### src/common/vi_pkg.sv
// sizes, opcodes, ALU codes, APB map and instruction formats shared by every vi_core stage
package vi_pkg;

	// datapath and register file
	localparam int XLEN = 32;
	localparam int REG_ADDR_W = 5;
	localparam int SHAMT_W = 5;

	// instruction memory, one word per entry
	localparam int IMEM_DEPTH = 64;
	localparam int IMEM_ADDR_W = 6;

	// APB map, words 0x000 to 0x0fc are instruction memory
	localparam int APB_ADDR_W = 12;
	localparam logic [APB_ADDR_W-1:0] CTRL_ADDR = 12'h100;
	localparam int RUN_CNT_W = 7;

	localparam logic [6:0] OPC_OP = 7'b0110011;
	localparam logic [6:0] OPC_OP_IMM = 7'b0010011;

	// funct3 encodings of the integer ALU group
	localparam logic [2:0] F3_ADD_SUB = 3'b000;
	localparam logic [2:0] F3_SLL = 3'b001;
	localparam logic [2:0] F3_SLT = 3'b010;
	localparam logic [2:0] F3_SLTU = 3'b011;
	localparam logic [2:0] F3_XOR = 3'b100;
	localparam logic [2:0] F3_SRL_SRA = 3'b101;
	localparam logic [2:0] F3_OR = 3'b110;
	localparam logic [2:0] F3_AND = 3'b111;

	localparam int ALU_OP_W = 4;
	localparam logic [ALU_OP_W-1:0] ALU_ADD = 4'd0;
	localparam logic [ALU_OP_W-1:0] ALU_SUB = 4'd1;
	localparam logic [ALU_OP_W-1:0] ALU_SLL = 4'd2;
	localparam logic [ALU_OP_W-1:0] ALU_SLT = 4'd3;
	localparam logic [ALU_OP_W-1:0] ALU_SLTU = 4'd4;
	localparam logic [ALU_OP_W-1:0] ALU_XOR = 4'd5;
	localparam logic [ALU_OP_W-1:0] ALU_SRL = 4'd6;
	localparam logic [ALU_OP_W-1:0] ALU_SRA = 4'd7;
	localparam logic [ALU_OP_W-1:0] ALU_OR = 4'd8;
	localparam logic [ALU_OP_W-1:0] ALU_AND = 4'd9;

	// one instruction word, seen as R-format or as I-format
	typedef union packed {
		struct packed {
			logic [6:0] funct7;
			logic [REG_ADDR_W-1:0] rs2;
			logic [REG_ADDR_W-1:0] rs1;
			logic [2:0] funct3;
			logic [REG_ADDR_W-1:0] rd;
			logic [6:0] opcode;
		} r;
		struct packed {
			logic [11:0] imm;
			logic [REG_ADDR_W-1:0] rs1;
			logic [2:0] funct3;
			logic [REG_ADDR_W-1:0] rd;
			logic [6:0] opcode;
		} i;
	} instr_u;

endpackage
### src/decode/int_registers.sv
// integer register file, two combinational reads and one write from retire
module int_registers (
	input logic clk_i,
	input logic reset_i,
	input logic [vi_pkg::REG_ADDR_W-1:0] rs1_i,
	input logic [vi_pkg::REG_ADDR_W-1:0] rs2_i,
	output logic [vi_pkg::XLEN-1:0] rd_a_o,
	output logic [vi_pkg::XLEN-1:0] rd_b_o,
	input logic wr_en_i,
	input logic [vi_pkg::REG_ADDR_W-1:0] wr_addr_i,
	input logic [vi_pkg::XLEN-1:0] wr_data_i
);

	// x1 to x31, x0 has no storage
	logic [vi_pkg::XLEN-1:0] regs [1:31];

	always_comb begin
		if (rs1_i == '0) begin
			rd_a_o = '0;
		end else begin
			rd_a_o = regs[rs1_i];
		end
	end

	always_comb begin
		if (rs2_i == '0) begin
			rd_b_o = '0;
		end else begin
			rd_b_o = regs[rs2_i];
		end
	end

	always_ff @(posedge clk_i) begin
		if (reset_i) begin
			for (int k = 1; k < 32; k++) begin
				regs[k] <= '0;
			end
		end else if (wr_en_i && wr_addr_i != '0) begin
			regs[wr_addr_i] <= wr_data_i;
		end
	end

endmodule

### config.mk
export PLATFORM = sky130hd
export DESIGN_NAME = int_registers
export DESIGN_NICKNAME = d
export VERILOG_FILES = /design/src/common/vi_pkg.sv /design/src/decode/int_registers.sv
export SDC_FILE = /design/constraint.sdc
export NUM_CORES = 2
export LEC_CHECK = 0
export BUFFER_PORTS_ARGS = -buffer_cell sky130_fd_sc_hd__buf_2
export CAP_MARGIN = 5
export CORE_MARGIN = 2
export CORE_UTILIZATION = 40
export DETAILED_ROUTE_END_ITERATION = 12
export GPL_TIMING_DRIVEN = 0
export PLACE_DENSITY = 0.62
export SYNTH_ARGS = -nofsm -noshare
export SYNTH_HDL_FRONTEND = slang
export SYNTH_SLANG_ARGS = --single-unit
### constraint.sdc
create_clock -name clk_i -period 2.2 [get_ports clk_i]
set_input_delay 0.22 -clock clk_i [delete_from_list [all_inputs] [get_ports clk_i]]
set_output_delay 0.22 -clock clk_i [all_outputs]
set_load 0.02 [all_outputs]
# Word level (Yosys, flattened, before mapping)
# Memories as Yosys holds them, arrays and structs flattened.
# Cells that the tools add are included.
totals:
  register_bits: 0
  mem_bits_rw: 992
  in_bits: 50
  out_inout_bits: 64
  word_cells: 16
  mem_count: 1
memory_table:
  columns: ["name", "depth", "width", "rd", "rd_ports_with_merged_regs", "wr", "line_no", "text"]
  rows:
  - ["regs", 31, 32, 2, 0, 31, "int_registers.sv:15", "logic [vi_pkg::XLEN-1:0] regs [1:31];"]
classes:
  n_mux: 10
  n_reduce_logical: 5
ops:
  columns: ["operator", "count"]
  rows:
  - ["$mux W32", 3]
  - ["$reduce_or A32 Y1", 1]
  - ["$logic_not A5 Y1", 2]
  - ["$mux W1", 6]
  - ["$mux W5", 1]
  - ["$reduce_bool A5 Y1", 1]
  - ["$logic_and A1 B1 Y1", 1]

# Longest topological paths before layout
depth:
  word_depth: 7
  depth_mapped: 9
  mapped_depth_nobuf: 4

# Least setup slack after synthesis
# OpenSTA, ideal clock, no wires.
synth_timing:
  kind: "input to output"
  from: "input port rs1_i[0] (netlist bit)"
  to: "output port rd_a_o[30] (netlist bit)"
  t_arrival_ns: 2.211
  t_required_ns: 1.980
  slack_ns: -0.231
  path_stages: 6
  n_path_buf: 3
  cell_sequence: "buf_2 -> buf_6 -> buf_4 -> mux4_2 -> mux2i_1 -> a2111oi_0"
synth_via:
  elab_chain_cells: 2
  word_cells_on_any_way: 3
  classes_between: "mux: 1; reduce/logical: 1; memory: 1"
synth_lines:
  columns: ["element", "line_no", "text"]
  rows:
  - ["start, declared", "int_registers.sv:5", "input logic [vi_pkg::REG_ADDR_W-1:0] rs1_i,"]
  - ["$mem_v2 Z31 W32 or $logic_not A5 Y1 (tied branches)", null, null]
  - ["$mux W32 *", "int_registers.sv:18", "if (rs1_i == '0) begin"]
  - ["end, declared", "int_registers.sv:7", "output logic [vi_pkg::XLEN-1:0] rd_a_o,"]
# Every way passes the cells marked *; elsewhere a longest branch is shown, timed or not.

==> metrics.yaml <==
status:
  status: "finished, violations left"
  failed_checks: "setup timing"
clock_tree:
  cts_root_buffer: "clkbuf_16"
  cts_buffers: 113
  h-tree-depth: 3
  clock_path_buffers: 3
  cts_tree: "built"
  clk_pin_slew_ns: 0.06
  clock-sinks: 1024
logic_synthesis:
  synth_area_um2: 54200
  yosysSeqAreaShare: 0.567
  synth-seq-cells: 1024
  yosysTopAreaCell: "edfxtp_1"
  yosysWarnings: 0
  postSynthCellCount: 3500
  yosys-top-cells-area: "edfxtp_1, mux4_2, and2_1"
  netlist.area_leader.share: 0.567
  async_flop_share: 0
  synth_cell_types: 43
  syn_avg_cell_area_um2: 15.5
  synth_edf_count: 1024
  synthFlopType: "edfxtp_1"
detailed_routing:
  drc: 0
  via_count: 36500
  wl_um: 218000
  drt_first_pass_iters: 8
  via_per_inst: 6.42
  dr.first_iter.drc_count: 5709
  wl_per_cell_um: 38.4
  route.antenna.remaining_nets: 0
floorplan:
  dieArea_um2: 139000
  core_um2: 135000
  die-height_um: 372
  rows: 135
  num_io_pins: 114
  die_w_um: 372
  start_util: 0.402
sta:
  finalCritPeriodShare: 1.38
  hold_viol_final: 0
  setup_viol: 281
  max_slew_margin: 0.121
  worst_hold_slack_ns: 0.306
  fin_crit_ns: 3.03
  tightest_slew_ns: 1.32
  slew_viol_final: 0
  setup_slack_ns: -0.825
  rsz0062_at_grt: "yes"
  fmax_mhz: 331
  setup_tns_ns: -49.32
worst_setup_path:
  path_cells: "buf_4 > mux4_2 > mux4_2 > o22ai_4 > nor3_2 > buf_4"
  cpMaxStageDelayCell: "mux4_2"
  critPathKind: "reg -> out"
  path_delay_family: "multiplexers"
  cp_max_fo: 2
  end_kind: "output pin"
  critPathRequiredTime_ns: 1.98
  cp_data_arrival_time_ns: 2.81
  crit_buf_inv: 2
  cpPeakStageDelay_ns: 0.60
  startpoint_type: "flip-flop"
layout:
  finalNetCount: 3860
  reg_top3: "regs (1024)"
  final_cell_area_um2: 64400
  top_register: "regs"
  multiInputGateArea_um2: 24100
  seq_area_um2: 30700
  fillers: 11500
  area_delta_synth_final_pct: 18.8
  largest_register_ffs: 1024
  drive_gt1_frac: 0.308
placement:
  place_area_um2: 57200
  globalplace.congestion: 0.972
  dp_hpwl_um: 147000
  portBuffers: 107
min_path:
  hp-class: "in -> reg"
global_route:
  antenna_found_initial: 13
  grt_pass1_wl_um: 294000
  grt_max_degree: 33
  grt_overflow: 0
  grt_usage: 0.314
  first_global_vias: 36100
pwr:
  switching_share: 0.268
  powerDensity_nw_per_um2: 774
  seqPwrFrac: 0.464
  vdd_drop_max_mv: 0.595
  pwr-share-clk: 0.383
  p_int_mw: 36.5
  p_sw_mw: 13.4
  p_leak_nw: 21.9
  comb_power_share: 0.153
job:
  maxCapViolations: 0
[metal layers]
metal | global-route usage | up-vias | routed length, um
li1 | - | 14200 | -
met1 | 0.402 | 18800 | 78600
met2 | 0.459 | 2868 | 94100
met3 | 0.109 | 592 | 29800
met4 | 0.193 | 16 | 15600
met5 | 0.00839 | - | 249
[metrics by stage]
stage | util | worst slack, ns | total power [mW] | std cells
global route | 0.477 | -0.819 | 50.6 | 5681
detailed placement | 0.424 | -2.66 | 29.8 | 5421
global placement | 0.423 | -2.69 | 29.7 | 5419
CTS | 0.472 | -0.856 | 49.2 | 5665
finish | 0.477 | -0.825 | 49.9 | 5689
floorplan | - | 0.0125 | 26.9 | 3531
[power groups by stage]
stage / Sequential (mW) / Clock, mW / Combinational, mW
global route: 23.2 / 19.7 / 7.72
global placement: 23.5 / 0 / 6.20
floorplan: 23.2 / 0 / 3.68
CTS: 23.1 / 18.9 / 7.19
finish: 23.1 / 19.1 / 7.62
detailed placement: 23.5 / 0 / 6.24
[cell usage in the layout, fill, tap and decap left out, drive strengths merged, types with 5 or more instances in the layout]
| cell | Yosys | layout |
|---|---|---|
| edfxtp | 1024 | 1024 |
| mux2i | 150 | 150 |
| and2 | 995 | 995 |
| mux4 | 472 | 472 |
| clkbuf | 264 | 397 |
| nor2b | 14 | 14 |
| dlygate4sd3 | 0 | 32 |
| nand2 | 8 | 8 |
| buf | 120 | 258 |
| a22o | 51 | 51 |
| nor3 | 54 | 54 |
| mux2 | 30 | 30 |
| conb | 1 | 32 |
| or2 | 33 | 33 |
| a2111oi | 55 | 55 |
| nand2b | 6 | 6 |
| a211oi | 7 | 7 |
| bufinv | 0 | 12 |
| o22ai | 103 | 103 |
| clkinv | 0 | 51 |
| nor4 | 6 | 6 |
| nor2 | 36 | 36 |
| a21oi | 12 | 12 |
| a22oi | 16 | 16 |
| diode | 0 | 8 |
| nand3 | 5 | 5 |
| nand3b | 5 | 5 |
[cells by family (layout without fill, tap and decap cells)]
kind of cell	count (synthesis)	count (layout)	synth area share
buffers and inverters	386	755	0.0331
AND/OR/NAND/NOR	1178	1178	0.133
multiplexers	652	652	0.230
AO/OA/AOI/OAI	259	259	0.0365
flip-flops	1024	1024	0.567
other	1	40	0.0000692
[synth_stat cells (31+ instances only)]
master	n
clkbuf_1	264
buf_2	51
a22o_1	51
mux4_2	472
or2_2	31
buf_4	37
and2_1	995
o22ai_1	103
mux2i_1	150
nor2_1	36
nor3_1	54
a2111oi_1	41
edfxtp_1	1024
[layout make-up]
| class | count | share of cell area |
|---|---|---|
| diodes | 8 | 0.000311 |
| plain buffers | 376 | 0.0365 |
| clock buffers | 142 | 0.0462 |
| clock inverters | 63 | 0.00921 |
| inverters | 2 | 0.000117 |
| multi-input cells | 2121 | 0.374 |
| flip-flops and latches | 1024 | 0.477 |
| well taps | 1781 | 0.0346 |
| repair buffers | 172 | 0.0219 |
[what timing repair did]
action,CTS,global route
hold buffers,32,0
gates resized for setup,567,136
setup endpoints to repair,695,394
hold endpoints to repair,57,0
pin swaps,84,69
buffers inserted,13,17
[path summary, 6_finish.rpt]
| kind | start | endpoint | slack [ns] | depth (start not counted) |
|---|---|---|---|---|
| hold / removal | wr_data_i[1] | regs[0][1] | 0.31 | 2 |
| setup / recovery | regs[26][17] | rd_b_o[17] | -0.83 | 6 |
Power figures use the tool's default switching activity.
