<file path="src/common/vi_pkg.sv">
// sizes, opcodes, ALU codes, APB map and instruction formats shared by every vi_core stage
package vi_pkg;

	// datapath and register file
	localparam int XLEN = 32;
	localparam int REG_ADDR_W = 5;
	localparam int SHAMT_W = 5;

	// instruction memory, one word per entry
	localparam int IMEM_DEPTH = 64;
	localparam int IMEM_ADDR_W = 6;

	// APB map, words 0x000 to 0x0fc are instruction memory
	localparam int APB_ADDR_W = 12;
	localparam logic [APB_ADDR_W-1:0] CTRL_ADDR = 12'h100;
	localparam int RUN_CNT_W = 7;

	localparam logic [6:0] OPC_OP = 7'b0110011;
	localparam logic [6:0] OPC_OP_IMM = 7'b0010011;

	// funct3 encodings of the integer ALU group
	localparam logic [2:0] F3_ADD_SUB = 3'b000;
	localparam logic [2:0] F3_SLL = 3'b001;
	localparam logic [2:0] F3_SLT = 3'b010;
	localparam logic [2:0] F3_SLTU = 3'b011;
	localparam logic [2:0] F3_XOR = 3'b100;
	localparam logic [2:0] F3_SRL_SRA = 3'b101;
	localparam logic [2:0] F3_OR = 3'b110;
	localparam logic [2:0] F3_AND = 3'b111;

	localparam int ALU_OP_W = 4;
	localparam logic [ALU_OP_W-1:0] ALU_ADD = 4'd0;
	localparam logic [ALU_OP_W-1:0] ALU_SUB = 4'd1;
	localparam logic [ALU_OP_W-1:0] ALU_SLL = 4'd2;
	localparam logic [ALU_OP_W-1:0] ALU_SLT = 4'd3;
	localparam logic [ALU_OP_W-1:0] ALU_SLTU = 4'd4;
	localparam logic [ALU_OP_W-1:0] ALU_XOR = 4'd5;
	localparam logic [ALU_OP_W-1:0] ALU_SRL = 4'd6;
	localparam logic [ALU_OP_W-1:0] ALU_SRA = 4'd7;
	localparam logic [ALU_OP_W-1:0] ALU_OR = 4'd8;
	localparam logic [ALU_OP_W-1:0] ALU_AND = 4'd9;

	// one instruction word, seen as R-format or as I-format
	typedef union packed {
		struct packed {
			logic [6:0] funct7;
			logic [REG_ADDR_W-1:0] rs2;
			logic [REG_ADDR_W-1:0] rs1;
			logic [2:0] funct3;
			logic [REG_ADDR_W-1:0] rd;
			logic [6:0] opcode;
		} r;
		struct packed {
			logic [11:0] imm;
			logic [REG_ADDR_W-1:0] rs1;
			logic [2:0] funct3;
			logic [REG_ADDR_W-1:0] rd;
			logic [6:0] opcode;
		} i;
	} instr_u;

endpackage
</file>
<file path="src/decode/bypass_ctrl.sv">
// operand forwarding for decode, newest of execute, retire and register file wins
module bypass_ctrl (
	input logic [vi_pkg::REG_ADDR_W-1:0] rs1_i,
	input logic [vi_pkg::REG_ADDR_W-1:0] rs2_i,
	input logic [vi_pkg::XLEN-1:0] reg_a_i,
	input logic [vi_pkg::XLEN-1:0] reg_b_i,
	input logic exe_valid_i,
	input logic [vi_pkg::REG_ADDR_W-1:0] exe_rd_i,
	input logic [vi_pkg::XLEN-1:0] exe_result_i,
	input logic wb_valid_i,
	input logic [vi_pkg::REG_ADDR_W-1:0] wb_rd_i,
	input logic [vi_pkg::XLEN-1:0] wb_value_i,
	output logic [vi_pkg::XLEN-1:0] op_a_o,
	output logic [vi_pkg::XLEN-1:0] op_b_o
);

	logic exe_live;
	logic wb_live;
	logic a_exe_hit;
	logic a_wb_hit;
	logic b_exe_hit;
	logic b_wb_hit;

	// x0 is never forwarded
	assign exe_live = exe_valid_i && (exe_rd_i != '0);
	assign wb_live = wb_valid_i && (wb_rd_i != '0);

	assign a_exe_hit = exe_live && (exe_rd_i == rs1_i);
	assign a_wb_hit = wb_live && (wb_rd_i == rs1_i);
	assign b_exe_hit = exe_live && (exe_rd_i == rs2_i);
	assign b_wb_hit = wb_live && (wb_rd_i == rs2_i);

	always_comb begin
		if (a_exe_hit) begin
			op_a_o = exe_result_i;
		end else if (a_wb_hit) begin
			op_a_o = wb_value_i;
		end else begin
			op_a_o = reg_a_i;
		end
	end

	always_comb begin
		if (b_exe_hit) begin
			op_b_o = exe_result_i;
		end else if (b_wb_hit) begin
			op_b_o = wb_value_i;
		end else begin
			op_b_o = reg_b_i;
		end
	end

endmodule

</file>
<file path="config.mk">
export PLATFORM = sky130hd
export DESIGN_NAME = bypass_ctrl
export DESIGN_NICKNAME = d
export VERILOG_FILES = /design/src/common/vi_pkg.sv /design/src/decode/bypass_ctrl.sv
export SDC_FILE = /design/constraint.sdc
export NUM_CORES = 1
export LEC_CHECK = 0
export BUFFER_PORTS_ARGS = -buffer_cell sky130_fd_sc_hd__clkbuf_2
export CORE_AREA = 2 2 84 86
export DETAILED_ROUTE_END_ITERATION = 10
export DIE_AREA = 0 0 86 88
export PLACE_DENSITY_LB_ADDON = 0.25
export SLEW_MARGIN = 10
export SYNTH_ARGS = -nofsm -noshare
export SYNTH_HDL_FRONTEND = slang
export SYNTH_SLANG_ARGS = --single-unit
export TNS_END_PERCENT = 1
</file>
<file path="constraint.sdc">
create_clock -name vclk -period 1.65
set_input_delay 0.0825 -clock vclk [all_inputs]
set_output_delay 0.0825 -clock vclk [all_outputs]
set_load 0.05 [all_outputs]
</file>
**Yosys cells after proc, flatten, opt, wreduce, memory -nomap -nowiden**

Index checks and enable logic that the tools add are counted.

- Input bits: 150
- Output and inout port bits: 64
- Word-level logic and storage cells: 16
- Bits in registers: 0

- Equal/unequal tests: 4
- Reductions and logical operators: 8
- Multiplexer cells: 4

Operators by type and width:

| cell | count |
|---|---|
| 2-to-1 mux 32 bit | 4 |
| == test 5 bit | 4 |
| nonzero test 5 bit | 2 |
| logical AND 1 bit | 6 |

**Depth between registers and ports, before layout**

- Depth after elaboration: 5
- Mapped depth: 6
- Gate-level depth less buffers: 4

**Worst setup path before layout**

Ideal clock, no wire load.

- Path type: input -> output
- From: input port wb_rd_i[1] in the netlist's numbering
- To: output port op_a_o[10] in the netlist's numbering
- Path buffers: 1
- Stages on the path: 5
- Path slack: -0.487 ns
- Data arrival time: 2.054 ns
- Required time: 1.567 ns
- Path through: or4_4 > o21ai_4 > buf_6 > o31ai_1 > a31oi_1

- Longest elaborated chain between the ends: 5
- Elaborated cells between the ends (all ways): 6
- Classes of those cells: eq/ne: 1; mux: 2; reduce/logical: 3

Ends and longest elaborated chain:

| item | line | source |
|---|---|---|
| start: declaration | bypass_ctrl.sv:11 | `input logic [vi_pkg::REG_ADDR_W-1:0] wb_rd_i,` |
| nonzero test 5 bit | bypass_ctrl.sv:26 | `assign wb_live = wb_valid_i && (wb_rd_i != '0);` |
| logical AND 1 bit | bypass_ctrl.sv:26 |  |
| logical AND 1 bit (*) | bypass_ctrl.sv:29 | `assign a_wb_hit = wb_live && (wb_rd_i == rs1_i);` |
| 2-to-1 mux 32 bit (*) | bypass_ctrl.sv:36 | `end else if (a_wb_hit) begin` |
| 2-to-1 mux 32 bit (*) | bypass_ctrl.sv:34 | `if (a_exe_hit) begin` |
| end: declaration | bypass_ctrl.sv:13 | `output logic [vi_pkg::XLEN-1:0] op_a_o,` |

Mark *: on every way between the ends. The rest lies on a longest branch, timed or not.

**Worst setup path in the final report**

- From: input port wb_rd_i[1] in the netlist's numbering
- To: output port op_b_o[0] in the netlist's numbering

- Longest elaborated chain between the ends: 5
- Elaborated cells between the ends (all ways): 6
- Classes of those cells: eq/ne: 1; mux: 2; reduce/logical: 3

Ends and longest elaborated chain:

| item | line | source |
|---|---|---|
| nonzero test 5 bit | bypass_ctrl.sv:26 |  |
| logical AND 1 bit | bypass_ctrl.sv:26 |  |
| logical AND 1 bit (*) | bypass_ctrl.sv:31 | `assign b_wb_hit = wb_live && (wb_rd_i == rs2_i);` |
| 2-to-1 mux 32 bit (*) | bypass_ctrl.sv:46 | `end else if (b_wb_hit) begin` |
| 2-to-1 mux 32 bit (*) | bypass_ctrl.sv:44 | `if (b_exe_hit) begin` |
| end: declaration | bypass_ctrl.sv:14 | `output logic [vi_pkg::XLEN-1:0] op_b_o` |

Marks and branches as above.

==> flow_metrics.env <==
export IMPL_nClkBuffers=0
export IMPL_antenna_found_initial=0
export IMPL_drive_gt1_frac=0.516
export IMPL_slew_limit_headroom=0.754
export IMPL_worstPathCellList="clkbuf_2, or4_4, o21ai_4, buf_12, o31ai_1, a31oi_1, clkbuf_8"
export IMPL_final_area_um2=4090
export IMPL_grt_use_total=0.305
export IMPL_period_minus_slack_ps=1890
export IMPL_cts_hold_buf=0
export IMPL_drt_iter0_drc=540
export IMPL_num_rows=30
export IMPL_worst_slack_ps=-243
export IMPL_dieArea_um2=7570
export IMPL_cp_required_ps=1570
export IMPL_setup_viol=64
export IMPL_grt_pass1_vias=3904
export IMPL_crit_path_start_kind="input port"
export IMPL_coreArea_um2=6640
export IMPL_syn_nets=505
export IMPL_die_w_um=86
export IMPL_min_path_type="input port to output pin"
export IMPL_status="complete, but fails checks"
export IMPL_synthToLayoutAreaGrowth_pct=82.4
export IMPL_routed_wirelength_um=12700
export IMPL_avgRoutedWirePerCell_um=19.8
export IMPL_numPortBuffers=214
export IMPL_p_per_area_nw_per_um2=423
export IMPL_muxShareOfSynthArea=0
export IMPL_synthCells=355
export IMPL_critPathArrivalTime_ps=1810
export IMPL_hold_violations=0
export IMPL_whs_ps=562
export IMPL_syn_area_um2=2240
export IMPL_route_detailed_drc=0
export IMPL_final_common_cell="clkbuf_2"
export IMPL_end_kind="output pin"
export IMPL_maxSlewViolCount=0
export IMPL_peakVddDrop_mv=0.222
export IMPL_ys_warnings_count=0
export IMPL_slowest_stage="or4_4"
export IMPL_worst_pin_slew_ps=366
export IMPL_synth_xor_area_share=0.0780
export IMPL_violations="negative setup slack"
export IMPL_cap_violations=0
export IMPL_yosys_area_share_adder=0
export IMPL_pin_count=214
export IMPL_fp_dieH_um=88
export IMPL_yosysSeqAreaShare=0
export IMPL_final_net_count=714
export IMPL_dpl_instance_area_um2=3690
export IMPL_viasPerCell=6.47
export IMPL_synth_simple_gate_area_frac=0.360
export IMPL_syn_avg_cell_area_um2=6.32
export IMPL_via_count=4155
export IMPL_gr_total_overflow=0
export IMPL_detail_route_antenna_nets=0
export IMPL_grt_max_degree=39
export IMPL_n_antenna_cell=0
export IMPL_start_util=0.338
export IMPL_period_share=1.15
export IMPL_globalplace_congestion=0.946
export IMPL_cts_setup_buffers=0
export IMPL_seq_cell_count=0
export IMPL_final_cell_mix="clkbuf_2 (150), buf_4 (69), nand4_1 (66)"
export IMPL_fmax_ghz=0.528
export IMPL_grt_pass1_wl_um=18800
export IMPL_postLayoutCoreUtil=0.616
export IMPL_p_leak_nw=1.67
export IMPL_first_pass_iters=6
export IMPL_synth_compound_area_frac=0.414
export IMPL_synth_top_family_by_area="compound AO/OA/AOI/OAI gates"
export IMPL_regArea_um2=0
export IMPL_place_hpwl_um=9580
export IMPL_synth_cell_types=19
export IMPL_critPathKind="input port to output pin"
export IMPL_rsz0062_at_grt="yes"
export IMPL_max_stage_delay_ps=560
export IMPL_crit_fanout=30
report_power, final:
group,internal [W],leakage [nW],total [W],switching (W)
Sequential,0,0,0,0
Clock,0,0,0,0
Combinational,0.000647,1.67,0.00173,0.00109
cell families (layout without fill, tap and decap cells):
logic type,count (synthesis),after routing
AND/OR/NAND/NOR,142,142
AO/OA/AOI/OAI,132,132
buffers and inverters,61,268
XOR/XNOR,20,20
area by class of cell:
cell class / instances / area, um^2
fill: 609 / 2550
multi-input combinational: 294 / 2000
tap: 80 / 100
timing repair buffer: 268 / 1990
path summary, 6_finish.rpt:
check	from	to	cells past startpoint
setup / recovery	wb_rd_i[1]	op_b_o[0]	7
hold / removal	reg_a_i[6]	op_a_o[6]	4
cells in the mapped netlist:
master / number / area share
a31oi_1: 64 / 0.18
xor2_1: 10 / 0.039
nor2_1: 2 / 0.0033
o21ai_4: 1 / 0.0072
or2_1: 2 / 0.0056
or3_1: 2 / 0.0056
or4_1: 1 / 0.0033
o31ai_1: 64 / 0.21
buf_6: 12 / 0.060
buf_2: 11 / 0.025
clkbuf_1: 37 / 0.062
nand4_1: 66 / 0.18
o211ai_2: 2 / 0.011
xnor2_1: 10 / 0.039
o21a_1: 1 / 0.0033
or2_2: 2 / 0.0056
nor3_1: 66 / 0.15
buf_1: 1 / 0.0017
or4_4: 1 / 0.0050
per-stage QoR:
step | TNS, ps | total power (W) | setup slack, ps | cells
2_1_floorplan | -30260 | 0.000917 | -487 | 355
6_report | -9410 | 0.00173 | -243 | 642
3_5_place_dp | -15080 | 0.00155 | -277 | 642
3_3_place_gp | -13060 | 0.00154 | -276 | 642
5_1_grt | -13860 | 0.00181 | -279 | 642
4_1_cts | -10190 | 0.00168 | -198 | 642
critical path: cells and delay by family:
family	cells	cell delay, ps
AO/OA/AOI/OAI	3	580
buffers and inverters	3	580
AND/OR/NAND/NOR	1	560
routing by layer:
layer | GRT usage | vias up | wire length (um)
li1 | - | 1899 | -
met5 | 0 | - | 0
met2 | 0.540 | 336 | 6190
met3 | 0.0452 | 67 | 1210
met4 | 0.134 | 0 | 572
met1 | 0.365 | 1853 | 4700
what timing repair did:
item | in CTS | in global routing
gates resized for setup | 95 | 38
setup endpoints to repair | 64 | 64
pin swaps | 25 | 27
cloned | 0 | 0
Note: power is estimated with default switching activity, not from simulation.
