--- config.mk ---
export PLATFORM = sky130hd
export DESIGN_NAME = fetch
export DESIGN_NICKNAME = d
export VERILOG_FILES = /design/src/common/vi_pkg.sv /design/src/fetch.sv
export SDC_FILE = /design/constraint.sdc
export NUM_CORES = 2
export LEC_CHECK = 0
export BUFFER_PORTS_ARGS = -buffer_cell sky130_fd_sc_hd__buf_2
export CELL_PAD_IN_SITES_DETAIL_PLACEMENT = 1
export CELL_PAD_IN_SITES_GLOBAL_PLACEMENT = 2
export CORE_MARGIN = 1
export CORE_UTILIZATION = 25
export CTS_CLUSTER_SIZE = 8
export DETAILED_ROUTE_END_ITERATION = 8
export GPL_ROUTABILITY_DRIVEN = 0
export HOLD_SLACK_MARGIN = 0.03
export PLACE_DENSITY = 0.43
export RECOVER_POWER = 25
export SLEW_MARGIN = 20
export SYNTH_ARGS = -nofsm -noshare
export SYNTH_HDL_FRONTEND = slang
export SYNTH_SLANG_ARGS = --single-unit
--- constraint.sdc ---
create_clock -name clk_i -period 5.8 [get_ports clk_i]
set_clock_uncertainty 0.1 [all_clocks]
set_input_delay 0.58 -clock clk_i [delete_from_list [all_inputs] [get_ports clk_i]]
set_output_delay 0.58 -clock clk_i [all_outputs]
set_load 0.02 [all_outputs]
--- src/common/vi_pkg.sv ---
// sizes, opcodes, ALU codes, APB map and instruction formats shared by every vi_core stage
package vi_pkg;

	// datapath and register file
	localparam int XLEN = 32;
	localparam int REG_ADDR_W = 5;
	localparam int SHAMT_W = 5;

	// instruction memory, one word per entry
	localparam int IMEM_DEPTH = 64;
	localparam int IMEM_ADDR_W = 6;

	// APB map, words 0x000 to 0x0fc are instruction memory
	localparam int APB_ADDR_W = 12;
	localparam logic [APB_ADDR_W-1:0] CTRL_ADDR = 12'h100;
	localparam int RUN_CNT_W = 7;

	localparam logic [6:0] OPC_OP = 7'b0110011;
	localparam logic [6:0] OPC_OP_IMM = 7'b0010011;

	// funct3 encodings of the integer ALU group
	localparam logic [2:0] F3_ADD_SUB = 3'b000;
	localparam logic [2:0] F3_SLL = 3'b001;
	localparam logic [2:0] F3_SLT = 3'b010;
	localparam logic [2:0] F3_SLTU = 3'b011;
	localparam logic [2:0] F3_XOR = 3'b100;
	localparam logic [2:0] F3_SRL_SRA = 3'b101;
	localparam logic [2:0] F3_OR = 3'b110;
	localparam logic [2:0] F3_AND = 3'b111;

	localparam int ALU_OP_W = 4;
	localparam logic [ALU_OP_W-1:0] ALU_ADD = 4'd0;
	localparam logic [ALU_OP_W-1:0] ALU_SUB = 4'd1;
	localparam logic [ALU_OP_W-1:0] ALU_SLL = 4'd2;
	localparam logic [ALU_OP_W-1:0] ALU_SLT = 4'd3;
	localparam logic [ALU_OP_W-1:0] ALU_SLTU = 4'd4;
	localparam logic [ALU_OP_W-1:0] ALU_XOR = 4'd5;
	localparam logic [ALU_OP_W-1:0] ALU_SRL = 4'd6;
	localparam logic [ALU_OP_W-1:0] ALU_SRA = 4'd7;
	localparam logic [ALU_OP_W-1:0] ALU_OR = 4'd8;
	localparam logic [ALU_OP_W-1:0] ALU_AND = 4'd9;

	// one instruction word, seen as R-format or as I-format
	typedef union packed {
		struct packed {
			logic [6:0] funct7;
			logic [REG_ADDR_W-1:0] rs2;
			logic [REG_ADDR_W-1:0] rs1;
			logic [2:0] funct3;
			logic [REG_ADDR_W-1:0] rd;
			logic [6:0] opcode;
		} r;
		struct packed {
			logic [11:0] imm;
			logic [REG_ADDR_W-1:0] rs1;
			logic [2:0] funct3;
			logic [REG_ADDR_W-1:0] rd;
			logic [6:0] opcode;
		} i;
	} instr_u;

endpackage
--- src/fetch.sv ---
// fetch stage with the APB program port, run counter, pc and the register into decode
module fetch (
	input logic clk_i,
	input logic reset_i,
	input logic [vi_pkg::APB_ADDR_W-1:0] paddr_i,
	input logic psel_i,
	input logic penable_i,
	input logic pwrite_i,
	input logic [vi_pkg::XLEN-1:0] pwdata_i,
	output logic [vi_pkg::XLEN-1:0] prdata_o,
	output logic pready_o,
	output logic pslverr_o,
	output logic dec_valid_o,
	output vi_pkg::instr_u dec_instr_o,
	output logic [vi_pkg::XLEN-1:0] dec_pc_o
);

	logic [vi_pkg::XLEN-1:0] imem [vi_pkg::IMEM_DEPTH];
	logic [vi_pkg::RUN_CNT_W-1:0] cnt_q;
	logic [vi_pkg::XLEN-1:0] pc_q;
	logic [1:0] trail_q;
	logic access;
	logic imem_hit;
	logic ctrl_hit;
	logic busy;
	logic fetching;
	logic ctrl_wr_ok;

	assign access = psel_i && penable_i;
	assign imem_hit = (paddr_i[vi_pkg::APB_ADDR_W-1:vi_pkg::IMEM_ADDR_W+2] == '0) &&
		(paddr_i[1:0] == 2'b00);
	assign ctrl_hit = (paddr_i == vi_pkg::CTRL_ADDR);

	// busy until the last issued instruction has left retire
	assign fetching = (cnt_q != '0);
	assign busy = fetching || dec_valid_o || (trail_q != 2'b00);

	assign ctrl_wr_ok = access && ctrl_hit && pwrite_i && !busy;
	assign pready_o = 1'b1;
	assign pslverr_o = access && !(imem_hit || (ctrl_hit && !(pwrite_i && busy)));

	always_comb begin
		prdata_o = '0;
		if (ctrl_hit) begin
			prdata_o[0] = busy;
		end else if (imem_hit) begin
			prdata_o = imem[paddr_i[vi_pkg::IMEM_ADDR_W+1:2]];
		end
	end

	always_ff @(posedge clk_i) begin
		if (access && pwrite_i && imem_hit) begin
			imem[paddr_i[vi_pkg::IMEM_ADDR_W+1:2]] <= pwdata_i;
		end
	end

	always_ff @(posedge clk_i) begin
		if (reset_i) begin
			cnt_q <= '0;
			pc_q <= '0;
			dec_valid_o <= 1'b0;
			trail_q <= 2'b00;
		end else begin
			dec_valid_o <= fetching;
			trail_q <= {trail_q[0], dec_valid_o};
			if (ctrl_wr_ok) begin
				cnt_q <= pwdata_i[vi_pkg::RUN_CNT_W-1:0];
				pc_q <= '0;
			end else if (fetching) begin
				cnt_q <= cnt_q - 1'b1;
				pc_q <= pc_q + vi_pkg::XLEN'(4);
			end
		end
	end

	// fetch/decode latch payload
	always_ff @(posedge clk_i) begin
		dec_instr_o <= imem[pc_q[vi_pkg::IMEM_ADDR_W+1:2]];
		dec_pc_o <= pc_q;
	end

endmodule

Yosys cells after proc, flatten, opt, wreduce, memory -nomap -nowiden:

Memory sizes are Yosys's and may differ from the RTL's. A register that Yosys moved wholly into a read port is not among the register bits.
Index checks and enable logic that the tools add are counted.

* bits in registers: 74
* memory bits (writable): 2048
* bits of input ports: 49
* output and inout bits: 99
* logic and storage cells: 38
* memories kept: 1

Memory list
* imem: words 64, width 32, rd ports 2, clocked after Yosys merged registers in 1, write ports 1, RTL line fetch.sv:18 `logic [vi_pkg::XLEN-1:0] imem [vi_pkg::IMEM_DEPTH];`

* $add $sub $neg: 2
* eq/ne operators: 1
* mux-type cells: 7
* reduce and logical (&&, ||, !) cells: 22

Operator list (number)
* 32-bit by 3-bit adder with 32-bit output (second input constant): 1
* 32-bit two-way mux: 1
* 31-bit two-way mux: 1
* 7-bit two-way mux: 2
* 12-bit by 9-bit == test with 1-bit output (second input constant): 1
* 1-bit logical AND: 10
* 7-bit nonzero test: 1
* 7-bit by 1-bit subtractor with 7-bit output (second input constant): 1
* 4-bit zero test: 1
* 2-bit nonzero test: 2
* 1-bit zero test: 3
* 1-bit logical OR: 3
* 1-bit two-way mux: 3
* 2-bit zero test: 1
* 2-bit OR reduction: 1

Longest topological paths before layout:

* word-level depth: 9
* gate-level depth with buffers: 11
* depth with buffers taken out: 8

Worst setup path before layout:

Ideal clock, no wire load.

* path type: in2reg
* start: input paddr_i[9] in the netlist's numbering
* end: memory imem[15][0] in the netlist's numbering (enable)
* setup time: 421 ps
* data arrival time: 3408 ps
* data required time: 5279 ps
* slack: 1870 ps
* stages on the path: 5
* buffers on the path: 0
* cell sequence: or4_1 > or3_1 > nor2_1 > nand3_1 > nor2_1

* word-level cells in the longest chain between the ends: 5

RTL lines
* from (decl): RTL line fetch.sv:5 `input logic [vi_pkg::APB_ADDR_W-1:0] paddr_i,`
* 4-bit zero test: RTL line fetch.sv:30 `assign imem_hit = (paddr_i[vi_pkg::APB_ADDR_W-1:vi_pkg::IMEM_ADDR_W+2] == '0) &&`
* 1-bit logical AND: RTL line fetch.sv:30
* 1-bit logical AND: RTL line fetch.sv:52 `if (access && pwrite_i && imem_hit) begin`
* 1-bit two-way mux: RTL line fetch.sv:52
* 1-bit two-way mux (implied by the code): RTL line fetch.sv:53 `imem[paddr_i[vi_pkg::IMEM_ADDR_W+1:2]] <= pwdata_i;`
* to (decl): RTL line fetch.sv:18

Every way passes these cells.

Final worst setup path:

* start: input paddr_i[3] in the netlist's numbering
* end: output prdata_o[11] in the netlist's numbering

* word-level cells in the longest chain between the ends: 3
* elaborated cells on any way between the ends: 4
* those cells by class: eq/ne (1); mux (2); memory (1)

RTL lines
* memory 64 x 32 bit
* 32-bit two-way mux: RTL line fetch.sv:46 `end else if (imem_hit) begin`
* 31-bit two-way mux *: RTL line fetch.sv:44 `if (ctrl_hit) begin`
* to (decl): RTL line fetch.sv:10 `output logic [vi_pkg::XLEN-1:0] prdata_o,`

Every way passes the cells marked *; elsewhere a longest branch is shown, timed or not.

==> impl_metrics.yaml <==
sta:
  rsz0062_at_grt: "no"
  fin_crit_ns: 5.43
  relSlewSlack_pct: -173
  period_share_pct: 93.7
  setup_viol: 0
  setup-tns-final_ns: 0
  hold_violations: 0
  slew_viol_final: 1630
  fmax_ghz: 0.184
  worst_slew_pin_slew_ns: 4.09
clocking:
  cts_hold_buf: 3
  cts.sinks: 2150
  cts_tree: "yes"
  h-tree-depth: 5
  ctsResizeCount: 0
  clkTransAtPathRegs_ns: 0.05
  cts_buffer_depth: 4
  cts-root-buf: "clkbuf_16"
  numCtsBuffers: 310
  cts_setup_buffers: 0
  clk_latency_ns: 0.95
power_and_ir_drop:
  peakVddDrop_mv: 0.218
  p_sw_uw: 12000
  p_per_area_nw_per_um2: 364
  seq_power_share_pct: 41.0
  clockPowerShare_pct: 39.9
  netSwitchingFraction_pct: 28.2
  power.internal_uw: 30500
  leakagePower_uw: 0.0360
  comb_power_share_pct: 19.2
floorplanning:
  coreArea_um2: 389000
  die_w_um: 628
  initial_core_util_pct: 25.1
  io_pins: 148
  die_y_um: 628
  rows: 229
  dieArea_um2: 394000
cells_and_area:
  final_common_cell: "edfxtp_1"
  final_cell_mix: "edfxtp_1, mux4_2, mux2i_1, buf_4, clkbuf_16"
  nets: 6109
  area_growth_pct: 19.0
  finalCoreUtilization_pct: 29.9
  layout-drive-gt1-share_pct: 30.3
min_path:
  min-delay-start: "pwdata_i[6]"
  hold_path.class: "primary input to flip-flop"
grt:
  grt_start_max_net_pins: 76
  grt_pass1_wl_um: 673000
  grtUsageTotal_pct: 25.7
  grt_pass1_vias: 65793
  overflow: 0
  antenna_found_initial: 70
synthesis:
  synth_area_per_cell_um2: 17.4
  synth_warnings: 0
  ys.flop_type: "edfxtp_1"
  netlist_instances: 5643
  synth_async_sr_flop_share_pct: 0
  synth_edf_count: 2048
  ys_ff_latch: 2150
  synth_top_area_share_pct: 62.8
  yosys-top-cells-area: "edfxtp_1, mux4_2, mux2i_1"
  yosys.cell_types.count: 72
  seq_area_frac_synth_pct: 64.9
  syn_area_um2: 97900
  synth_area_leader_cell: "edfxtp_1"
placement:
  dpl.hpwl_um: 329000
  port_buffers: 144
setup_path:
  rrSetupSlack_ns: 1.68
  startpoint_type: "primary input"
  worstPathArrival_ns: 4.75
  critical_path_class: "primary input to output port"
  cp_data_required_time_ns: 5.12
  worst-path-max-fanout: 39
  startpoint: "paddr_i[3]"
  r2r_start: "pc_q[3]"
  end_kind: "output port"
drt:
  drc: 0
  via_per_inst: 5.70
  wire_per_inst_um: 45.3
  first_iter_violations: 7978
  dr.pass1.iters: 5
  vias: 64822
  wl_um: 515000
  drt.antenna.violating_nets: 0
status:
  violations: "max-capacitance violations, max-slew violations"
  status: "finished, violations left"
job:
  cap_violations: 25
layer usage:
layer	global-route usage [%]	up-vias	part of all wire (%)
met3	4.07	652	6.3
met4	7.89	8	3.4
met5	0	-	0.010
li1	-	24732	-
met2	41.0	2900	46
met1	35.8	36530	44
path summary, 6_finish.rpt:
path / endpoint / cells past startpoint
setup / recovery: prdata_o[11] / 9
hold / removal: cnt_q[6] / 4
setup reg to reg: dec_instr_o[20] / 6
hold reg to reg: dec_pc_o[31] / 0
cells in the mapped netlist, types with 9 or more instances:
cell and count:
a211oi_1 51, a21oi_1 157, a221o_1 32, a221oi_1 276, a222oi_1 11, a22o_1 40
a22oi_1 156, a31oi_1 25, and2_1 10, and3_1 13, buf_1 41, buf_2 175
buf_4 67, clkbuf_1 203, dfxtp_1 102, edfxtp_1 2048, mux2_2 171, mux2i_1 369
mux4_2 669, nand2_1 116, nand3_1 36, nor2_1 252, nor2b_1 57, nor3_1 70
o21a_1 9, o21ai_0 147, o221ai_1 21, o22a_1 17, o22ai_1 147, o31a_1 13
xnor2_1 18, xor2_1 16
worst max-delay path: stages:
cell,delay (ns)
buf_8,0.33
and2_4,0.94
buf_12,0.36
a22oi_1,0.14
a22o_1,0.20
nand2_1,0.34
nand4_1,0.68
o31a_1,0.61
buf_2,0.20
power groups by stage:
stage / clock network, uW / registers, uW / logic [uW]
2_1_floorplan: 0 / 17700 / 5070
4_1_cts: 17300 / 17400 / 8260
6_report: 16900 / 17400 / 8140
3_5_place_dp: 0 / 17700 / 8240
3_3_place_gp: 0 / 17700 / 8260
5_1_grt: 17800 / 17400 / 8550
cell families after synthesis:
family	after synthesis	share of synthesized area [%]
flops	2150	64.9
mux	1209	21.1
compound gates	1149	8.45
simple gates	600	2.80
buf+inv	497	2.40
xor+xnor	34	0.304
fa+ha+maj	2	0.0255
other cells	2	0.00767
metrics by stage:
step	setup slack (ns)	instances	hold slack, ns	power, uW	instance area [um2]
floorplan	1.87	5644	0.226	22800	97900
global placement	0.387	10938	0.258	25900	108000
detailed placement	0.384	10939	0.259	25900	108000
CTS	0.369	11343	0.113	42900	117000
global route	0.439	11363	0.274	43800	117000
finish	0.368	11370	0.240	42500	117000
area by class of cell:
cell class | count | area [um2]
fillers | 39656 | 273000
flip-flops and latches | 2150 | 63600
multi-input cells | 2997 | 32700
clock buffers | 377 | 8170
well taps | 5197 | 6500
repair buffers | 590 | 5100
clock inverters | 24 | 308
diodes | 26 | 65.1
inverters | 9 | 58.8
state kept, by name (all words and copies together) (netlist names):
signal       flops
imem          2048
dec_pc_o        30
cnt_q            7
pc_q            30
dec_instr_o     32
trail_q          2
dec_valid_o      1
(Power assumes the default switching activity.)
