## src/common/vi_pkg.sv

```systemverilog
// sizes, opcodes, ALU codes, APB map and instruction formats shared by every vi_core stage
package vi_pkg;

	// datapath and register file
	localparam int XLEN = 32;
	localparam int REG_ADDR_W = 5;
	localparam int SHAMT_W = 5;

	// instruction memory, one word per entry
	localparam int IMEM_DEPTH = 64;
	localparam int IMEM_ADDR_W = 6;

	// APB map, words 0x000 to 0x0fc are instruction memory
	localparam int APB_ADDR_W = 12;
	localparam logic [APB_ADDR_W-1:0] CTRL_ADDR = 12'h100;
	localparam int RUN_CNT_W = 7;

	localparam logic [6:0] OPC_OP = 7'b0110011;
	localparam logic [6:0] OPC_OP_IMM = 7'b0010011;

	// funct3 encodings of the integer ALU group
	localparam logic [2:0] F3_ADD_SUB = 3'b000;
	localparam logic [2:0] F3_SLL = 3'b001;
	localparam logic [2:0] F3_SLT = 3'b010;
	localparam logic [2:0] F3_SLTU = 3'b011;
	localparam logic [2:0] F3_XOR = 3'b100;
	localparam logic [2:0] F3_SRL_SRA = 3'b101;
	localparam logic [2:0] F3_OR = 3'b110;
	localparam logic [2:0] F3_AND = 3'b111;

	localparam int ALU_OP_W = 4;
	localparam logic [ALU_OP_W-1:0] ALU_ADD = 4'd0;
	localparam logic [ALU_OP_W-1:0] ALU_SUB = 4'd1;
	localparam logic [ALU_OP_W-1:0] ALU_SLL = 4'd2;
	localparam logic [ALU_OP_W-1:0] ALU_SLT = 4'd3;
	localparam logic [ALU_OP_W-1:0] ALU_SLTU = 4'd4;
	localparam logic [ALU_OP_W-1:0] ALU_XOR = 4'd5;
	localparam logic [ALU_OP_W-1:0] ALU_SRL = 4'd6;
	localparam logic [ALU_OP_W-1:0] ALU_SRA = 4'd7;
	localparam logic [ALU_OP_W-1:0] ALU_OR = 4'd8;
	localparam logic [ALU_OP_W-1:0] ALU_AND = 4'd9;

	// one instruction word, seen as R-format or as I-format
	typedef union packed {
		struct packed {
			logic [6:0] funct7;
			logic [REG_ADDR_W-1:0] rs2;
			logic [REG_ADDR_W-1:0] rs1;
			logic [2:0] funct3;
			logic [REG_ADDR_W-1:0] rd;
			logic [6:0] opcode;
		} r;
		struct packed {
			logic [11:0] imm;
			logic [REG_ADDR_W-1:0] rs1;
			logic [2:0] funct3;
			logic [REG_ADDR_W-1:0] rd;
			logic [6:0] opcode;
		} i;
	} instr_u;

endpackage
```

## src/decode/decoder.sv

```systemverilog
// decode stage, splits the instruction word and registers the operands into execute
module decoder (
	input logic clk_i,
	input logic reset_i,
	input logic dec_valid_i,
	input vi_pkg::instr_u dec_instr_i,
	input logic [vi_pkg::XLEN-1:0] dec_pc_i,
	output logic [vi_pkg::REG_ADDR_W-1:0] rs1_o,
	output logic [vi_pkg::REG_ADDR_W-1:0] rs2_o,
	input logic [vi_pkg::XLEN-1:0] op_a_i,
	input logic [vi_pkg::XLEN-1:0] op_b_i,
	output logic exe_valid_o,
	output logic [vi_pkg::ALU_OP_W-1:0] exe_alu_op_o,
	output logic [vi_pkg::XLEN-1:0] exe_a_o,
	output logic [vi_pkg::XLEN-1:0] exe_b_o,
	output logic [vi_pkg::REG_ADDR_W-1:0] exe_rd_o,
	output logic [vi_pkg::XLEN-1:0] exe_pc_o
);

	logic [vi_pkg::ALU_OP_W-1:0] alu_op;
	logic [vi_pkg::XLEN-1:0] imm;
	logic [vi_pkg::REG_ADDR_W-1:0] rd;
	logic [2:0] funct3;
	logic alt;
	logic use_imm;

	// rs1 sits at the same place in both formats
	assign rs1_o = dec_instr_i.r.rs1;
	assign rs2_o = dec_instr_i.r.rs2;

	always_comb begin
		rd = '0;
		imm = '0;
		use_imm = 1'b0;
		alt = 1'b0;
		funct3 = dec_instr_i.r.funct3;
		case (dec_instr_i.r.opcode)
			vi_pkg::OPC_OP: begin
				rd = dec_instr_i.r.rd;
				alt = dec_instr_i.r.funct7[5];
			end
			vi_pkg::OPC_OP_IMM: begin
				rd = dec_instr_i.i.rd;
				use_imm = 1'b1;
				imm = {{(vi_pkg::XLEN-12){dec_instr_i.i.imm[11]}}, dec_instr_i.i.imm};
				if (funct3 == vi_pkg::F3_SLL || funct3 == vi_pkg::F3_SRL_SRA) begin
					// shamt only, bit 10 picks srai
					imm = {{(vi_pkg::XLEN-vi_pkg::SHAMT_W){1'b0}},
						dec_instr_i.i.imm[vi_pkg::SHAMT_W-1:0]};
					alt = dec_instr_i.i.imm[10];
				end
			end
			default: begin
				// unsupported opcode, retires with rd 0
				rd = '0;
			end
		endcase
	end

	always_comb begin
		case (funct3)
			vi_pkg::F3_ADD_SUB: alu_op = (alt && !use_imm) ? vi_pkg::ALU_SUB : vi_pkg::ALU_ADD;
			vi_pkg::F3_SLL: alu_op = vi_pkg::ALU_SLL;
			vi_pkg::F3_SLT: alu_op = vi_pkg::ALU_SLT;
			vi_pkg::F3_SLTU: alu_op = vi_pkg::ALU_SLTU;
			vi_pkg::F3_XOR: alu_op = vi_pkg::ALU_XOR;
			vi_pkg::F3_SRL_SRA: alu_op = alt ? vi_pkg::ALU_SRA : vi_pkg::ALU_SRL;
			vi_pkg::F3_OR: alu_op = vi_pkg::ALU_OR;
			default: alu_op = vi_pkg::ALU_AND;
		endcase
	end

	always_ff @(posedge clk_i) begin
		if (reset_i) begin
			exe_valid_o <= 1'b0;
		end else begin
			exe_valid_o <= dec_valid_i;
		end
	end

	// decode/execute latch payload
	always_ff @(posedge clk_i) begin
		exe_alu_op_o <= alu_op;
		exe_a_o <= op_a_i;
		exe_b_o <= use_imm ? imm : op_b_i;
		exe_rd_o <= rd;
		exe_pc_o <= dec_pc_i;
	end

endmodule

```

## config.mk

```make
export PLATFORM = sky130hd
export DESIGN_NAME = decoder
export DESIGN_NICKNAME = d
export VERILOG_FILES = /design/src/common/vi_pkg.sv /design/src/decode/decoder.sv
export SDC_FILE = /design/constraint.sdc
export NUM_CORES = 1
export LEC_CHECK = 0
export ABC_AREA = 0
export BUFFER_PORTS_ARGS = -buffer_cell sky130_fd_sc_hd__buf_2
export CAP_MARGIN = 30
export CORE_AREA = 5 5 104 106
export DETAILED_ROUTE_END_ITERATION = 6
export DIE_AREA = 0 0 109 111
export PLACE_DENSITY = 0.62
export SYNTH_ARGS = -nofsm -noshare
export SYNTH_HDL_FRONTEND = slang
export SYNTH_SLANG_ARGS = --single-unit
```

## constraint.sdc

```tcl
create_clock -name clk_i -period 4.2 [get_ports clk_i]
set_input_delay 0.84 -clock clk_i [delete_from_list [all_inputs] [get_ports clk_i]]
set_output_delay 0.84 -clock clk_i [all_outputs]
set_load 0.02 [all_outputs]
```

== Word-level counts from Yosys, hierarchy flattened ==
Cells that the tools add are included.

* Flip-flop bits (word level): 106
* Input bits: 131
* Output and inout bits: 116
* Word-level logic and storage cells: 28

* Eq/ne operators: 8
* Muxes and demuxes: 9
* Reduce and logical (&&, ||, !) cells: 5

{| class="wikitable"
|+ Operators by type and width
! kind !! number
|-
| $mux 32 || 3
|-
| $pmux 4 s7 || 1
|-
| $eq 3x3->1 const B || 3
|-
| $eq 7x5->1 const B || 1
|-
| $eq 7x6->1 const B || 1
|-
| $eq 3x2->1 const B || 2
|-
| $mux 1 || 4
|-
| $eq 3x1->1 const B || 1
|-
| $logic_not 3->1 || 1
|-
| $pmux 1 s2 || 1
|-
| $reduce_or 2->1 || 1
|-
| $logic_and 1x1->1 || 1
|-
| $logic_not 1->1 || 1
|-
| $logic_or 1x1->1 || 1
|}

== Depth between registers and ports, before layout ==
* Depth in word-level cells: 7
* Mapped depth: 5
* Mapped depth without buffers: 3

== Worst setup path before layout ==
OpenSTA, ideal clock, no wires.

* Path kind: input-to-reg
* From: in dec_instr_i[2] (netlist bit)
* To: reg exe_b_o[2] (netlist bit)
* Library setup time: 123 ps
* Data arrival time: 1823 ps
* Required time: 4077 ps
* Path slack: 2253 ps
* Stages: 4
* Path buffers: 1
* Cells stage by stage: nand4bb_4 -> nor3_4 -> buf_6 -> mux2_1

* Cells in the longest elaborated chain, start to end: 3
* Elaborated cells between the ends (all ways): 4
* Those cells by class: eq/ne (1); mux (3)

{| class="wikitable"
|+ Ends and longest elaborated chain
! what !! RTL line !! source
|-
| start, declared || decoder.sv:6 || <nowiki>input vi_pkg::instr_u dec_instr_i,</nowiki>
|-
| $eq 7x5->1 * || decoder.sv:37 || <nowiki>case (dec_instr_i.r.opcode)</nowiki>
|-
| $mux 32 or $mux 1 (tied branches) || decoder.sv:37 ||
|-
| $mux 32 * || decoder.sv:85 || <nowiki>exe_b_o <= use_imm ? imm : op_b_i;</nowiki>
|-
| end signal, assigned || decoder.sv:85 ||
|-
| end, declared || decoder.sv:15 || <nowiki>output logic [vi_pkg::XLEN-1:0] exe_b_o,</nowiki>
|}

Every way passes the cells marked *; elsewhere a longest branch is shown, timed or not.
A chain may end at the register's enable or synchronous reset.

== Final worst setup path ==
* From: in dec_instr_i[2] (netlist bit)
* To: reg exe_b_o[1] (netlist bit)

Same word-level chain as after synthesis.

==> metrics.md <==
| Metric | Value |
|---|---|
| Hold Crit Class | `in2reg` |
| Startpoint Class | `input port` |
| Worst-path maximum fanout | `32` |
| Fin crit share | `0.4660` |
| Area grow syn2layout | `49.72%` |
| Largest net degree at the start of global routing | `33` |
| Core area | `9684 µm²` |
| Worst vdd rail ir drop | `0.1459 mV` |
| Detail-routed net length per standard cell | `13.23 µm` |
| Outcome | `finished clean` |
| Antenna violations before repair | `0` |
| Worst-Margin Slew | `0.6904 ns` |
| Total gr overflow | `0` |
| Fill cell count | `925` |
| Max-slew headroom | `0.5386` |
| Drt first-iter violations | `51` |
| Commonest non-fill, non-tap cells in the layout | `236 x buf_2, 106 x dfxtp_1, 28 x inv_1, 28 x mux2i_1, 9 x clkbuf_8` |
| Number of synthesized register bits | `106` |
| Final ANT Viol Nets | `0` |
| Via count of the first global-routing pass | `2284` |
| Final-report max-slew violation count | `0` |
| Unique cell type count in the Yosys netlist | `20` |
| Global-route wire length before repair | `11150 µm` |
| Register cell area after layout | `2122 µm²` |
| Sequential share of the synthesized area | `0.7416` |
| Worst endpoint required time | `4.44 ns` |
| Overall track demand over capacity in global routing | `0.1190` |
| Setup slack after placement | `1.848 ns` |
| Overall die height | `111 µm` |
| Critical Path End Type | `flop` |
| Clock buffers created by TritonCTS | `9` |
| Hold-fix buffers, CTS | `0` |
| Number of nets produced by synthesis | `341` |
| Multi-input logic area | `520.5 µm²` |
| Pre-Repair DR Iteration Count | `3` |
| Leakage | `0.002234 µW` |
| Cell area power density | `436.3 nW/µm²` |
| Highest attainable clock frequency | `511.0 MHz` |
| TritonCTS clock tree | `built` |
| Synth Instances | `210` |
| Yosys warning total | `0` |
| Die outline area | `12100 µm²` |
| H-tree depth | `3` |
| Hold Crit Start | `op_a_i[28]` |
| Setup Viol. Count Final | `0` |
| Max cap viols | `0` |
| Critical path start-end classification | `in2reg` |
| Net count reported at finish | `573` |
| Count of instances resized after the clock tree is built | `0` |
| Number of diodes added for antenna fixing | `0` |
| Vias after detailed routing | `2231` |
| Global placement routability congestion | `0.7093` |
| Number of sinks handled by clock tree synthesis | `106` |
| Hold path endpoint | `exe_a_o[28]$_DFF_P_` |
| Die X-Extent | `109 µm` |
| Effective utilization at floorplan | `0.2955` |
| Deepest clock path buffer count | `2` |
| Number of vias per cell | `3.853` |
| Worst setup path startpoint | `dec_instr_i[2]` |
| DP HPWL | `6385 µm` |
| Worst Slack Setup Final | `2.243 ns` |
| Number of input and output port buffers inserted | `236` |
| Unrepaired setup endpoints after global routing | `false` |
| Drt drc | `0` |
| Final hold violation count | `0` |
| Setup total negative slack | `0 ns` |
| I/O Pins | `247` |
| Summed instance area of the synthesized netlist | `2861 µm²` |
| Routed Wire Length | `7659 µm` |
| Commonest non-fill, non-tap cell in the layout | `buf_2` |
| Clock transition at the registers of the reported paths | `0.10 ns` |
| Syn_area_per_cell | `13.63 µm²` |
| # Post-CTS Setup Buffers | `0` |
| Share of final-layout standard cells stronger than drive strength 1 | `0.5762` |
| Data arrival at the endpoint of the critical path | `2.19 ns` |
| FP Rows | `36` |
| Period minus WS final | `1.957 ns` |
| Root buf cell | `clkbuf_8` |
| Number of cells on the worst hold path | `1` |
-- per-stage QoR --
stage | util | total power, µW | area (µm²) | cells | hold slack [ns]
after floorplan | - | 1207 | 2861 | 210 | 0.8677
final | 0.4424 | 1869 | 4284 | 579 | 0.5811
after global placement | 0.4236 | 1314 | 4103 | 564 | 0.9423
after detailed placement | 0.4236 | 1318 | 4103 | 564 | 0.9436
after global routing | 0.4424 | 1977 | 4284 | 579 | 0.5304
after CTS | 0.4424 | 1909 | 4284 | 579 | 0.5497
-- cells in the mapped netlist (all sizes together) --
cell type	count	area, µm²
dfxtp	106	2122
inv	28	105.1
mux2i	28	280.3
buf	14	106.4
nand2	8	30.03
and2	6	37.54
mux2	5	56.30
nand2b	4	25.02
clkbuf	2	7.510
nor2	2	7.510
nand4bb	1	27.53
nor2b	1	6.260
nor3	1	16.27
o211a	1	10.01
o21ai	1	5.000
o221a	1	11.26
o31ai	1	7.510
-- cell families after synthesis --
| logic type | after synthesis | share of synthesized area |
|---|---|---|
| AND/OR/NAND/NOR | 23 | 0.05248 |
| AO/OA/AOI/OAI | 4 | 0.01181 |
| buffers and inverters | 44 | 0.07652 |
| multiplexers | 33 | 0.1176 |
| flip-flops | 106 | 0.7416 |
-- layout make-up --
type / count / area share
Clock inverter: 6 / 0.01343
Tap cell: 133 / 0.03884
Timing Repair Buffer: 237 / 0.2775
Clock buffer: 9 / 0.02891
Sequential cell: 106 / 0.4953
Inverter: 28 / 0.02453
Multi-Input combinational cell: 60 / 0.1215
-- power breakdown --
part / switching (µW) / internal [µW]
registers: 11.5 / 1060
logic: 128 / 92.3
clock network: 352 / 227
total: 491 / 1380
-- worst max-delay path by stage --
stage                                endpoint
after floorplan            exe_b_o[2]$_DFF_P_
after global placement     exe_b_o[0]$_DFF_P_
after detailed placement   exe_b_o[1]$_DFF_P_
after CTS                  exe_b_o[1]$_DFF_P_
after global routing      exe_b_o[24]$_DFF_P_
final                      exe_b_o[1]$_DFF_P_
-- registers in the layout, summed over array words and instances (netlist names) --
name and count:
exe_a_o 32, exe_rd_o 5, exe_b_o 32, exe_valid_o 1, exe_alu_op_o 4, exe_pc_o 32
-- per-layer routing --
metal  GRT usage  part of all wire  vias to the layer above
li1            -                 -                     1101
met1      0.1150              0.34                      981
met2      0.2133              0.50                      143
met3     0.06639              0.15                        6
met4     0.03283            0.0087                        0
met5           0                 0                        -
-- critical path: stages --
cell	delay, ns
buf_2	0.10
nand4bb_4	0.24
nor3_4	0.16
buf_4	0.46
mux2_2	0.39
Note: power is estimated with default switching activity, not from simulation.
